**src/hdl/hist_pkg.sv**
```systemverilog
`default_nettype none

package hist_pkg;

    // time-bin addressing
    localparam int BIN_W   = 4;
    localparam int BIN_NUM = 16;

    // per-bin counter, saturates at all ones
    localparam int COUNT_W = 4;

    // frame geometry
    // hits per pixel, pixels per acquisition, acquisitions per frame
    localparam int DATA_NUM  = 2;
    localparam int PIXEL_NUM = 4;
    localparam int ACQ_NUM   = 3;

    // widths of the nested frame counters
    localparam int DATA_CNT_W = $clog2(DATA_NUM);
    localparam int PIX_CNT_W  = $clog2(PIXEL_NUM);
    localparam int ACQ_CNT_W  = $clog2(ACQ_NUM);

    // strobe to write-back of one increment, in cycles
    localparam int RMW_LATENCY = 2;

    // bin address and bin count
    typedef logic [BIN_W-1:0]   bin_t;
    typedef logic [COUNT_W-1:0] count_t;

    // readout FSM
    typedef enum logic {
        IDLE,
        SCAN
    } readout_state_t;

endpackage

`default_nettype wire

```
**src/hdl/hist_frame_counter.sv**
```systemverilog
`default_nettype none

module hist_frame_counter (
    input  wire  clk,
    input  wire  res,
    input  wire  logic hit_valid,
    output logic frame_done,
    output logic active_bank
);

    import hist_pkg::*;

    // nested position of the current hit inside the frame
    logic [DATA_CNT_W-1:0] data_cnt;
    logic [PIX_CNT_W-1:0]  pix_cnt;
    logic [ACQ_CNT_W-1:0]  acq_cnt;

    // wrap flags of each level
    logic data_last;
    logic pix_last;
    logic acq_last;

    // hit that closes the frame
    logic frame_end;

    // frame end delayed until the last write-back is done
    logic [RMW_LATENCY:0] done_sr;

    assign data_last = (data_cnt == DATA_CNT_W'(DATA_NUM - 1));
    assign pix_last  = (pix_cnt == PIX_CNT_W'(PIXEL_NUM - 1));
    assign acq_last  = (acq_cnt == ACQ_CNT_W'(ACQ_NUM - 1));
    assign frame_end = hit_valid & data_last & pix_last & acq_last;

    // inputs -> pixels -> acquisitions, only on a hit
    always_ff @(posedge clk or negedge res) begin
        if (!res) begin
            data_cnt <= '0;
            pix_cnt  <= '0;
            acq_cnt  <= '0;
        end else if (hit_valid) begin
            if (data_last) begin
                data_cnt <= '0;
                if (pix_last) begin
                    pix_cnt <= '0;
                    // all three wrap together at frame end
                    if (acq_last) begin
                        acq_cnt <= '0;
                    end else begin
                        acq_cnt <= acq_cnt + 1'b1;
                    end
                end else begin
                    pix_cnt <= pix_cnt + 1'b1;
                end
            end else begin
                data_cnt <= data_cnt + 1'b1;
            end
        end
    end

    // bank swap on the closing hit, the next hit already lands in the new bank
    always_ff @(posedge clk or negedge res) begin
        if (!res) begin
            active_bank <= 1'b0;
        end else if (frame_end) begin
            active_bank <= ~active_bank;
        end
    end

    // one stage per pipeline step plus the output stage
    always_ff @(posedge clk or negedge res) begin
        if (!res) begin
            done_sr <= '0;
        end else begin
            done_sr <= {done_sr[RMW_LATENCY-1:0], frame_end};
        end
    end

    assign frame_done = done_sr[RMW_LATENCY];

endmodule

`default_nettype wire

```
**src/hdl/hist_bin_ram.sv**
```systemverilog
`default_nettype none

module hist_bin_ram (
    input  wire  clk,
    input  wire  res,
    input  wire  logic hit_valid,
    input  wire  hist_pkg::bin_t hit_bin,
    input  wire  logic active_bank,
    input  wire  logic clr_en,
    input  wire  hist_pkg::bin_t clr_bin,
    output hist_pkg::count_t clr_count
);

    import hist_pkg::*;

    // two banks, one filling while the other drains
    count_t mem [2][BIN_NUM];

    // bank that is read out and cleared
    logic rd_bank;

    // stage one of the increment pipe
    logic   s1_valid;
    logic   s1_bank;
    bin_t   s1_bin;
    count_t s1_count;

    // saturated sum of stage one, written at the next edge
    count_t s1_next;

    // count seen by a new hit, from memory or forwarded
    count_t hit_count;
    logic   fwd_hit;

    assign rd_bank = ~active_bank;

    // hold at all ones instead of wrapping to zero
    assign s1_next = (s1_count == '1) ? s1_count : s1_count + 1'b1;

    // same entry still being written, memory is one step behind
    assign fwd_hit = s1_valid
                   && (s1_bank == active_bank)
                   && (s1_bin == hit_bin);

    assign hit_count = fwd_hit ? s1_next : mem[active_bank][hit_bin];

    // only the valid flag is control
    always_ff @(posedge clk or negedge res) begin
        if (!res) begin
            s1_valid <= 1'b0;
        end else begin
            s1_valid <= hit_valid;
        end
    end

    // bank travels with its hit
    // a toggle between read and write does not move it
    always_ff @(posedge clk) begin
        if (hit_valid) begin
            s1_bank  <= active_bank;
            s1_bin   <= hit_bin;
            s1_count <= hit_count;
        end
    end

    // increment write-back and read-and-clear
    // both sides never meet in the same bank
    always_ff @(posedge clk or negedge res) begin
        if (!res) begin
            for (int b = 0; b < 2; b++) begin
                for (int i = 0; i < BIN_NUM; i++) begin
                    mem[b][i] <= '0;
                end
            end
        end else begin
            if (s1_valid) begin
                mem[s1_bank][s1_bin] <= s1_next;
            end
            // zero as it is read, bank is empty for the next frame
            if (clr_en) begin
                mem[rd_bank][clr_bin] <= '0;
            end
        end
    end

    // combinational read of the finished bank
    assign clr_count = mem[rd_bank][clr_bin];

endmodule

`default_nettype wire

```
**src/hdl/hist_readout.sv**
```systemverilog
`default_nettype none

module hist_readout (
    input  wire  clk,
    input  wire  res,
    input  wire  logic frame_done,
    output logic clr_en,
    output hist_pkg::bin_t clr_bin,
    input  wire  hist_pkg::count_t clr_count,
    output logic rd_valid,
    output hist_pkg::bin_t rd_bin,
    output hist_pkg::count_t rd_count
);

    import hist_pkg::*;

    readout_state_t state;

    // scan pointer on the last bin
    logic scan_last;

    assign scan_last = (clr_bin == BIN_W'(BIN_NUM - 1));

    // every scan cycle reads one bin and clears it
    assign clr_en = (state == SCAN);

    // scan sequencer
    always_ff @(posedge clk or negedge res) begin
        if (!res) begin
            state   <= IDLE;
            clr_bin <= '0;
        end else begin
            case (state)
                IDLE: begin
                    clr_bin <= '0;
                    if (frame_done) begin
                        state <= SCAN;
                    end
                end
                SCAN: begin
                    // wraps back to bin 0 after the last one
                    clr_bin <= clr_bin + 1'b1;
                    if (scan_last) begin
                        state <= IDLE;
                    end
                end
                default: begin
                    state <= IDLE;
                end
            endcase
        end
    end

    // one beat per scanned bin
    always_ff @(posedge clk or negedge res) begin
        if (!res) begin
            rd_valid <= 1'b0;
        end else begin
            rd_valid <= clr_en;
        end
    end

    // stream payload, sampled before the bin is zeroed
    always_ff @(posedge clk) begin
        if (clr_en) begin
            rd_bin   <= clr_bin;
            rd_count <= clr_count;
        end
    end

endmodule

`default_nettype wire

```
**src/hdl/hist_top.sv**
```systemverilog
`default_nettype none

module hist_top (
    input  wire  clk,
    input  wire  res,
    input  wire  logic hit_valid,
    input  wire  hist_pkg::bin_t hit_bin,
    output logic frame_done,
    output logic frame_bank,
    output logic rd_valid,
    output hist_pkg::bin_t rd_bin,
    output hist_pkg::count_t rd_count
);

    import hist_pkg::*;

    // bank taking new hits
    logic active_bank;

    // readout to memory
    logic   clr_en;
    bin_t   clr_bin;
    count_t clr_count;

    // frame geometry and bank select
    hist_frame_counter u_frame_counter (
        .clk         (clk),
        .res         (res),
        .hit_valid   (hit_valid),
        .frame_done  (frame_done),
        .active_bank (active_bank)
    );

    // histogram storage
    hist_bin_ram u_bin_ram (
        .clk         (clk),
        .res         (res),
        .hit_valid   (hit_valid),
        .hit_bin     (hit_bin),
        .active_bank (active_bank),
        .clr_en      (clr_en),
        .clr_bin     (clr_bin),
        .clr_count   (clr_count)
    );

    // drains the finished bank after each frame
    hist_readout u_readout (
        .clk        (clk),
        .res        (res),
        .frame_done (frame_done),
        .clr_en     (clr_en),
        .clr_bin    (clr_bin),
        .clr_count  (clr_count),
        .rd_valid   (rd_valid),
        .rd_bin     (rd_bin),
        .rd_count   (rd_count)
    );

    // the bank being read is the one not taking hits
    assign frame_bank = ~active_bank;

endmodule

`default_nettype wire

```
**config.mk**
```make
export PLATFORM = sky130hd
export DESIGN_NAME = hist_top
export DESIGN_NICKNAME = d
export VERILOG_FILES = /design/src/hdl/hist_pkg.sv /design/src/hdl/hist_frame_counter.sv /design/src/hdl/hist_bin_ram.sv /design/src/hdl/hist_readout.sv /design/src/hdl/hist_top.sv
export SDC_FILE = /design/constraint.sdc
export NUM_CORES = 1
export LEC_CHECK = 0
export BUFFER_PORTS_ARGS = -buffer_cell sky130_fd_sc_hd__buf_2
export CAP_MARGIN = 30
export CORE_MARGIN = 5
export CORE_UTILIZATION = 55
export DETAILED_ROUTE_END_ITERATION = 12
export PLACE_DENSITY_LB_ADDON = 0.05
export SYNTH_ARGS = -nofsm -noshare
export SYNTH_HDL_FRONTEND = slang
export SYNTH_SLANG_ARGS = --single-unit
export TNS_END_PERCENT = 5
```
**constraint.sdc**
```tcl
create_clock -name clk -period 3.3 [get_ports clk]
set_clock_uncertainty 0.05 [all_clocks]
set_input_delay 0.66 -clock clk [delete_from_list [all_inputs] [get_ports clk]]
set_output_delay 0.66 -clock clk [all_outputs]
set_load 0.02 [all_outputs]
```
==> run_results.csv, run 1 <==
group,metric,value,unit
outcome,status,"finished clean",
timing,hold_violations,0,
synthesis,yosysTopAreaCellShare,0.403,
power,power.share.switching,0.359,
worst_setup_path,crit_arrival,2.65,ns
power,clockPowerShare,0.271,
global_routing,grt_pass1_wl,41800,um
timing,worstMarginPinSlew,0.907,ns
clock_tree,clockBufferDepth,2,
timing,min_period_over_period,0.764,
worst_setup_path,cp_max_fo,24,
synthesis,syn_inst,852,
job,cap_violations,0,
timing,finalHoldWorstSlack,0.142,ns
finish,layout-drive-gt1-share,0.157,
worst_hold_path,hold_path_class,"in2async",
synthesis,synthSimpleGateAreaFrac,0.151,
placement,gp_congestion,0.985,
floorplan,fp-row-count,46,
synthesis,syn-cell-area,8950,sq um
global_routing,grt_max_degree,63,
synthesis,ys.warnings.count,0,
clock_tree,cts-root-buf,"clkbuf_16",
clock_tree,cts_resized,0,
global_routing,grt_pass1_vias,6928,
timing,rsz0062_at_grt,"false",
global_routing,use_met1,0.411,
clock_tree,path_clk_slew,0.07,ns
floorplan,initial_utilization,0.561,
synthesis,synth_edf_count,17,
global_routing,use_met3,0.0953,
timing,relSlewSlack,0.394,
drt,routed_via_density,6.68,
synthesis,synth_top_area_cell,"dfrtp_1",
clock_tree,cts_buffers,17,
finish,final_core_util,0.622,
global_routing,grt-busiest-layer,"met2",
drt,routedWlPerCell,25.2,um
drt,drc,0,
synthesis,ys.flop_type,"dfrtp_1",
power,combinationalPowerShare,0.320,
synthesis,synthesis.nets,865,
drt,wl,27200,um
floorplan,die_w,138,um
clock_tree,cts_hold_buf,0,
power,p_leak,4.22,nW
placement,hpwlAfterDp,18600,um
floorplan,core,15900,sq um
global_routing,overflow,0,
drt,drt_iter0_drc,929,
synthesis,syn_area_per_cell,10.5,sq um
timing,slew_violations,0,
finish,postLayoutCellArea,9920,sq um
synthesis,synth-seq-cells,161,
finish,nets,861,
timing,finalSetupTns,0,ns
worst_setup_path,critPathLaunchType,"register",
placement,place_area,9280,sq um
power,internal_power,0.00518,W
synthesis,ys_types,43,
power,irDropWorstVdd,0.000543,V
floorplan,die-area,18900,sq um
global_routing,grtUsageMet2,0.467,
global_routing,antenna_found_initial,0,
timing,setup_viol,0,
clock_tree,clock_latency,0.44,ns
timing,fin_crit,2.52,ns
power,power_frac_seq,0.409,
synthesis,synthAdderAreaFrac,0.00839,
worst_setup_path,crit_type,"reg2reg",
power,power_density,814,nW/um^2
worst_setup_path,required,3.43,ns
finish,syn2layout_area_growth,10.8,%
power,p_sw,0.00290,W
synthesis,synth_compound_gate_area_share,0.100,
placement,io_buffers,17,
drt,dr_total_vias,7198,
synthesis,synth_area_leaders,"dfrtp_1 40%, mux4_2 12%, mux2i_1 11%, edfxtp_1 5.7%, nor2_1 5.2%",
global_routing,track_usage,0.304,
drt,dr.pass1.iters,6,
worst_setup_path,crit_path_end_kind,"register",
floorplan,io_pins,18,
clock_tree,ctsHtreeMaxLevel,4,
synthesis,ys_seq_area_frac,0.460,
finish,diodes,0,
drt,ant_nets,0,
finish,fill_cells,1273,
floorplan,fp.dieH,138,um
clock_tree,clock_sinks,161,
clock_tree,cts_tree,"built",
synthesis,synth_xor_area_frac,0.00979,
timing,fmax,397,MHz
clock_tree,cts_post_setup_buffers_inserted,0,
synthesis,muxShareOfSynthArea,0.237,
synthesis,async_reset_ff_frac,0.894,
synthesis,synth_top_family_by_area,"multiplexers",
[power by group through the flow]
stage | Sequential, W | Combinational, W | Clock [W]
after floorplan | 0.00303 | 0.00187 | 0
after global placement | 0.00329 | 0.00249 | 0
after detailed placement | 0.00329 | 0.00256 | 0
after CTS | 0.00327 | 0.00257 | 0.00221
after global routing | 0.00335 | 0.00279 | 0.00229
final | 0.00330 | 0.00258 | 0.00219
[routing by layer]
layer	vias up	part of all wire
met1	3583	0.40
met5	-	0
met2	449	0.46
met3	82	0.11
li1	3084	-
met4	0	0.034
[cell families (layout without fill, tap and decap cells)]
family                     after synthesis  after routing
xor gates and xnor gates                10             10
DFF                                    161            161
buffers and inverters                   67             76
and+or+nand+nor                        307            307
AOI/OAI and AO/OA                      149            149
muxes                                  152            152
adders and majority gates                6              6
[worst max-delay path: stages (launching register included)]
cell and delay (ns):
dfrtp_2 0.73, buf_12 0.26, mux4_2 0.36, mux4_2 0.54
mux2_2 0.30
[synth_stat cells, types with 4 or more instances]
master / number
mux2_2: 9
buf_2: 16
clkbuf_1: 38
edfxtp_1: 17
mux4_2: 47
nor3_1: 16
nand2b_1: 8
a221oi_1: 6
nor2_1: 123
dfrtp_1: 144
a21oi_1: 72
ha_1: 6
o41ai_1: 4
a211oi_1: 18
nand3_1: 39
buf_4: 5
mux2i_1: 96
and2_1: 12
nor2b_1: 10
a22o_1: 6
nand2_1: 82
a22oi_1: 12
o21ai_0: 25
xor2_1: 7
[state kept, by name (all words and copies together) (netlist names), 2 cells and up]
signal / flops
u_readout.clr_bin: 4
u_frame_counter.pix_cnt: 2
u_readout.rd_bin: 4
u_bin_ram.s1_count: 4
u_frame_counter.acq_cnt: 2
u_bin_ram.mem: 128
u_bin_ram.s1_bin: 4
u_frame_counter.done_sr: 3
u_readout.rd_count: 4
[path summary, 6_finish.rpt]
check                                             from                          to  slack (ns)  cells after the start
setup / recovery           u_frame_counter.active_bank       u_readout.rd_count[3]        0.78                      4
hold / removal                                     res           u_bin_ram.mem[56]        0.14                      1
setup reg to reg           u_frame_counter.active_bank       u_readout.rd_count[3]        0.78                      4
hold reg to reg             u_frame_counter.done_sr[1]  u_frame_counter.done_sr[2]        0.31                      0
max in group asynchronous                          res           u_bin_ram.mem[99]        2.29                      2
min in group clk            u_frame_counter.done_sr[1]  u_frame_counter.done_sr[2]        0.31                      0
[per-stage QoR]
stage	std cells	total power (W)	setup WS, ns
after floorplan	852	0.00490	1.03
after global placement	1045	0.00578	0.805
after detailed placement	1045	0.00585	0.751
after CTS	1077	0.00804	0.815
after global routing	1077	0.00843	0.731
final	1077	0.00808	0.779
[final cells by class]
| cell class | instances | area (sq um) | area share |
|---|---|---|---|
| clock inverters | 13 | 209 | 0.0211 |
| clock buffers | 19 | 433 | 0.0436 |
| inverters | 3 | 11.3 | 0.00114 |
| flip-flops and latches | 161 | 4120 | 0.415 |
| well taps | 216 | 270 | 0.0272 |
| multi-input cells | 624 | 4560 | 0.459 |
| repair buffers | 41 | 322 | 0.0324 |
[cells in the final DEF, fill, tap and decap left out, types with 8 or more instances in the layout]
cell type,instances
buf_2,16
nand2b_1,8
mux4_2,47
nand3_1,39
and2_1,12
a21oi_1,72
dfrtp_1,142
a211oi_1,18
nand2_1,82
clkbuf_16,17
a22oi_1,12
o21ai_0,25
nor2_1,122
nor2b_1,10
buf_4,20
nor3_1,16
edfxtp_1,17
mux2i_1,94
mux2_2,9
No activity file was read; power rests on OpenSTA's default activity.
==> run 2, diff against run 1 <==
clock period = 2.45 ns   (was 3.3 ns; I/O delays follow)
==> run 2 against run 1 <==
Clock power rose by 25%. Highest routed layer unchanged. Combinational power is 41% higher. Critical endpoint is now u_bin_ram.s1_count[0]. Largest cell class unchanged. Register-to-register slack worse by 0.74 ns.
==> run_results.csv, run 2 (synthesis results as in run 1) <==
group,metric,value,unit
finish,diodes,0,
worst_setup_path,path_buf_inv,1,
clock_tree,clock_sinks,161,
worst_setup_path,required,2.58,ns
drt,dr.pass1.iters,6,
global_routing,grt_pass1_vias,7204,
drt,routedWlPerCell,25.2,um
worst_hold_path,hold_path_class,"reg2reg",
finish,syn2layout_area_growth,13.0,%
power,power,0.0108,W
drt,routed_via_density,6.55,
clock_tree,clockBufferDepth,2,
drt,dr_total_vias,7221,
worst_setup_path,slowest_stage,"dfrtp_2",
clock_tree,cts_tree,"built",
global_routing,grt_pass1_wl,43000,um
timing,hold_violations,0,
clock_tree,cts-root-buf,"clkbuf_16",
floorplan,initial_utilization,0.561,
timing,finalHoldWorstSlack,0.297,ns
timing,relSlewSlack,0.423,
worst_setup_path,cp_max_fo,15,
timing,fin_crit,2.41,ns
worst_setup_path,crit_type,"reg2reg",
clock_tree,cts_resized,0,
global_routing,antenna_found_initial,0,
timing,slew_violations,0,
clock_tree,clock_latency,0.43,ns
floorplan,core,15900,sq um
global_routing,track_usage,0.311,
floorplan,io_pins,18,
placement,placed_cells,1070,
finish,largest_reg_flops,128,
floorplan,fp-row-count,46,
timing,rsz0062_at_grt,"false",
timing,setup_viol,0,
finish,stdcell_count,1103,
drt,drc,0,
worst_setup_path,crit_path_end_kind,"register",
finish,nets,887,
placement,io_buffers,17,
finish,layout_commonest_cell,"dfrtp_1",
floorplan,die_w,138,um
floorplan,fp.dieH,138,um
worst_setup_path,path_cells,"buf_4 -> mux4_2 -> nor2b_1 -> a211oi_1 -> or4_1 -> o21ai_0",
drt,ant_nets,0,
worst_setup_path,critPathLaunchType,"register",
drt,wl,27800,um
power,p_leak,4.35,nW
placement,hpwlAfterDp,19800,um
power,irDropWorstVdd,0.000765,V
outcome,status,"finished clean",
timing,min_period_over_period,0.985,
finish,final_cell_mix,"142 x dfrtp_1, 122 x nor2_1, 94 x mux2i_1, 82 x nand2_1, 72 x a21oi_1",
global_routing,grt_max_degree,55,
job,cap_violations,0,
timing,fmax,414,MHz
power,power_density,1070,nW/um^2
timing,finalSetupTns,0,ns
placement,gp_congestion,0.968,
clock_tree,cts_buffers,17,
global_routing,overflow,0,
worst_setup_path,cpPeakStageDelay,0.57,ns
worst_setup_path,crit_family,"flip-flops",
finish,top_register,"u_bin_ram.mem",
clock_tree,ctsHtreeMaxLevel,4,
clock_tree,path_clk_slew,0.06,ns
timing,worstMarginPinSlew,0.862,ns
finish,layout-drive-gt1-share,0.180,
floorplan,die-area,18900,sq um
worst_setup_path,crit_arrival,2.55,ns
drt,drt_iter0_drc,914,
run 2: cell count changes in the layout (fill, tap and decap cells not counted), sizes merged:
cell	change
buf	+25
clkbuf	+6
bufinv	-3
clkinv	-3
clkinvlp	-1
dlygate4sd3	+1
inv	+1
run 2: per-layer routing:
metal | vias to the layer above | GRT usage | share of wire
met2 | 383 | 0.500 | 0.48
met3 | 82 | 0.0683 | 0.088
met4 | 0 | 0.120 | 0.037
met5 | - | 0 | 0
met1 | 3624 | 0.414 | 0.40
li1 | 3132 | - | -
run 2: final timing paths:
| kind | slack [ns] | startpoint | cells past startpoint | end |
|---|---|---|---|---|
| max | 0.04 | u_frame_counter.active_bank | 6 | u_bin_ram.s1_count[0] |
| min reg2reg | 0.30 | u_frame_counter.done_sr[1] | 0 | u_frame_counter.done_sr[2] |
| min | 0.30 | u_frame_counter.done_sr[1] | 0 | u_frame_counter.done_sr[2] |
| min in group asynchronous | 0.49 | res | 2 | u_bin_ram.mem[57] |
| max reg2reg | 0.04 | u_frame_counter.active_bank | 6 | u_bin_ram.s1_count[0] |
| max in group asynchronous | 1.13 | res | 3 | u_frame_counter.active_bank |
run 2: per-stage QoR:
step / area [sq um] / setup slack [ns] / util
floorplan: 8950 / 0.187 / -
finish: 10100 / 0.0358 / 0.634
detailed placement: 9500 / 0.0737 / 0.596
CTS: 10100 / 0.0761 / 0.634
global route: 10100 / 0.0134 / 0.634
global placement: 9500 / 0.0480 / 0.596
run 2: repair_timing:
| item | in CTS | in global routing |
|---|---|---|
| endpoints found under the hold margin | 35 | 0 |
| setup buffers | 0 | 0 |
| hold buffers | 1 | 0 |
run 2: report_power, final:
part / switching [W] / internal, W / total, W
sequential: 0.000875 / 0.00357 / 0.00444
combinational: 0.00194 / 0.00170 / 0.00364
clock: 0.00108 / 0.00164 / 0.00273
run 2: cell type report:
| class | instances | area, sq um |
|---|---|---|
| fill | 1276 | 5830 |
| clock inverter | 7 | 96.3 |
| tap | 216 | 270 |
| inverter | 3 | 11.3 |
| clock buffer | 25 | 505 |
| sequential | 161 | 4120 |
| timing repair buffer | 67 | 557 |
| multi-input combinational | 624 | 4560 |
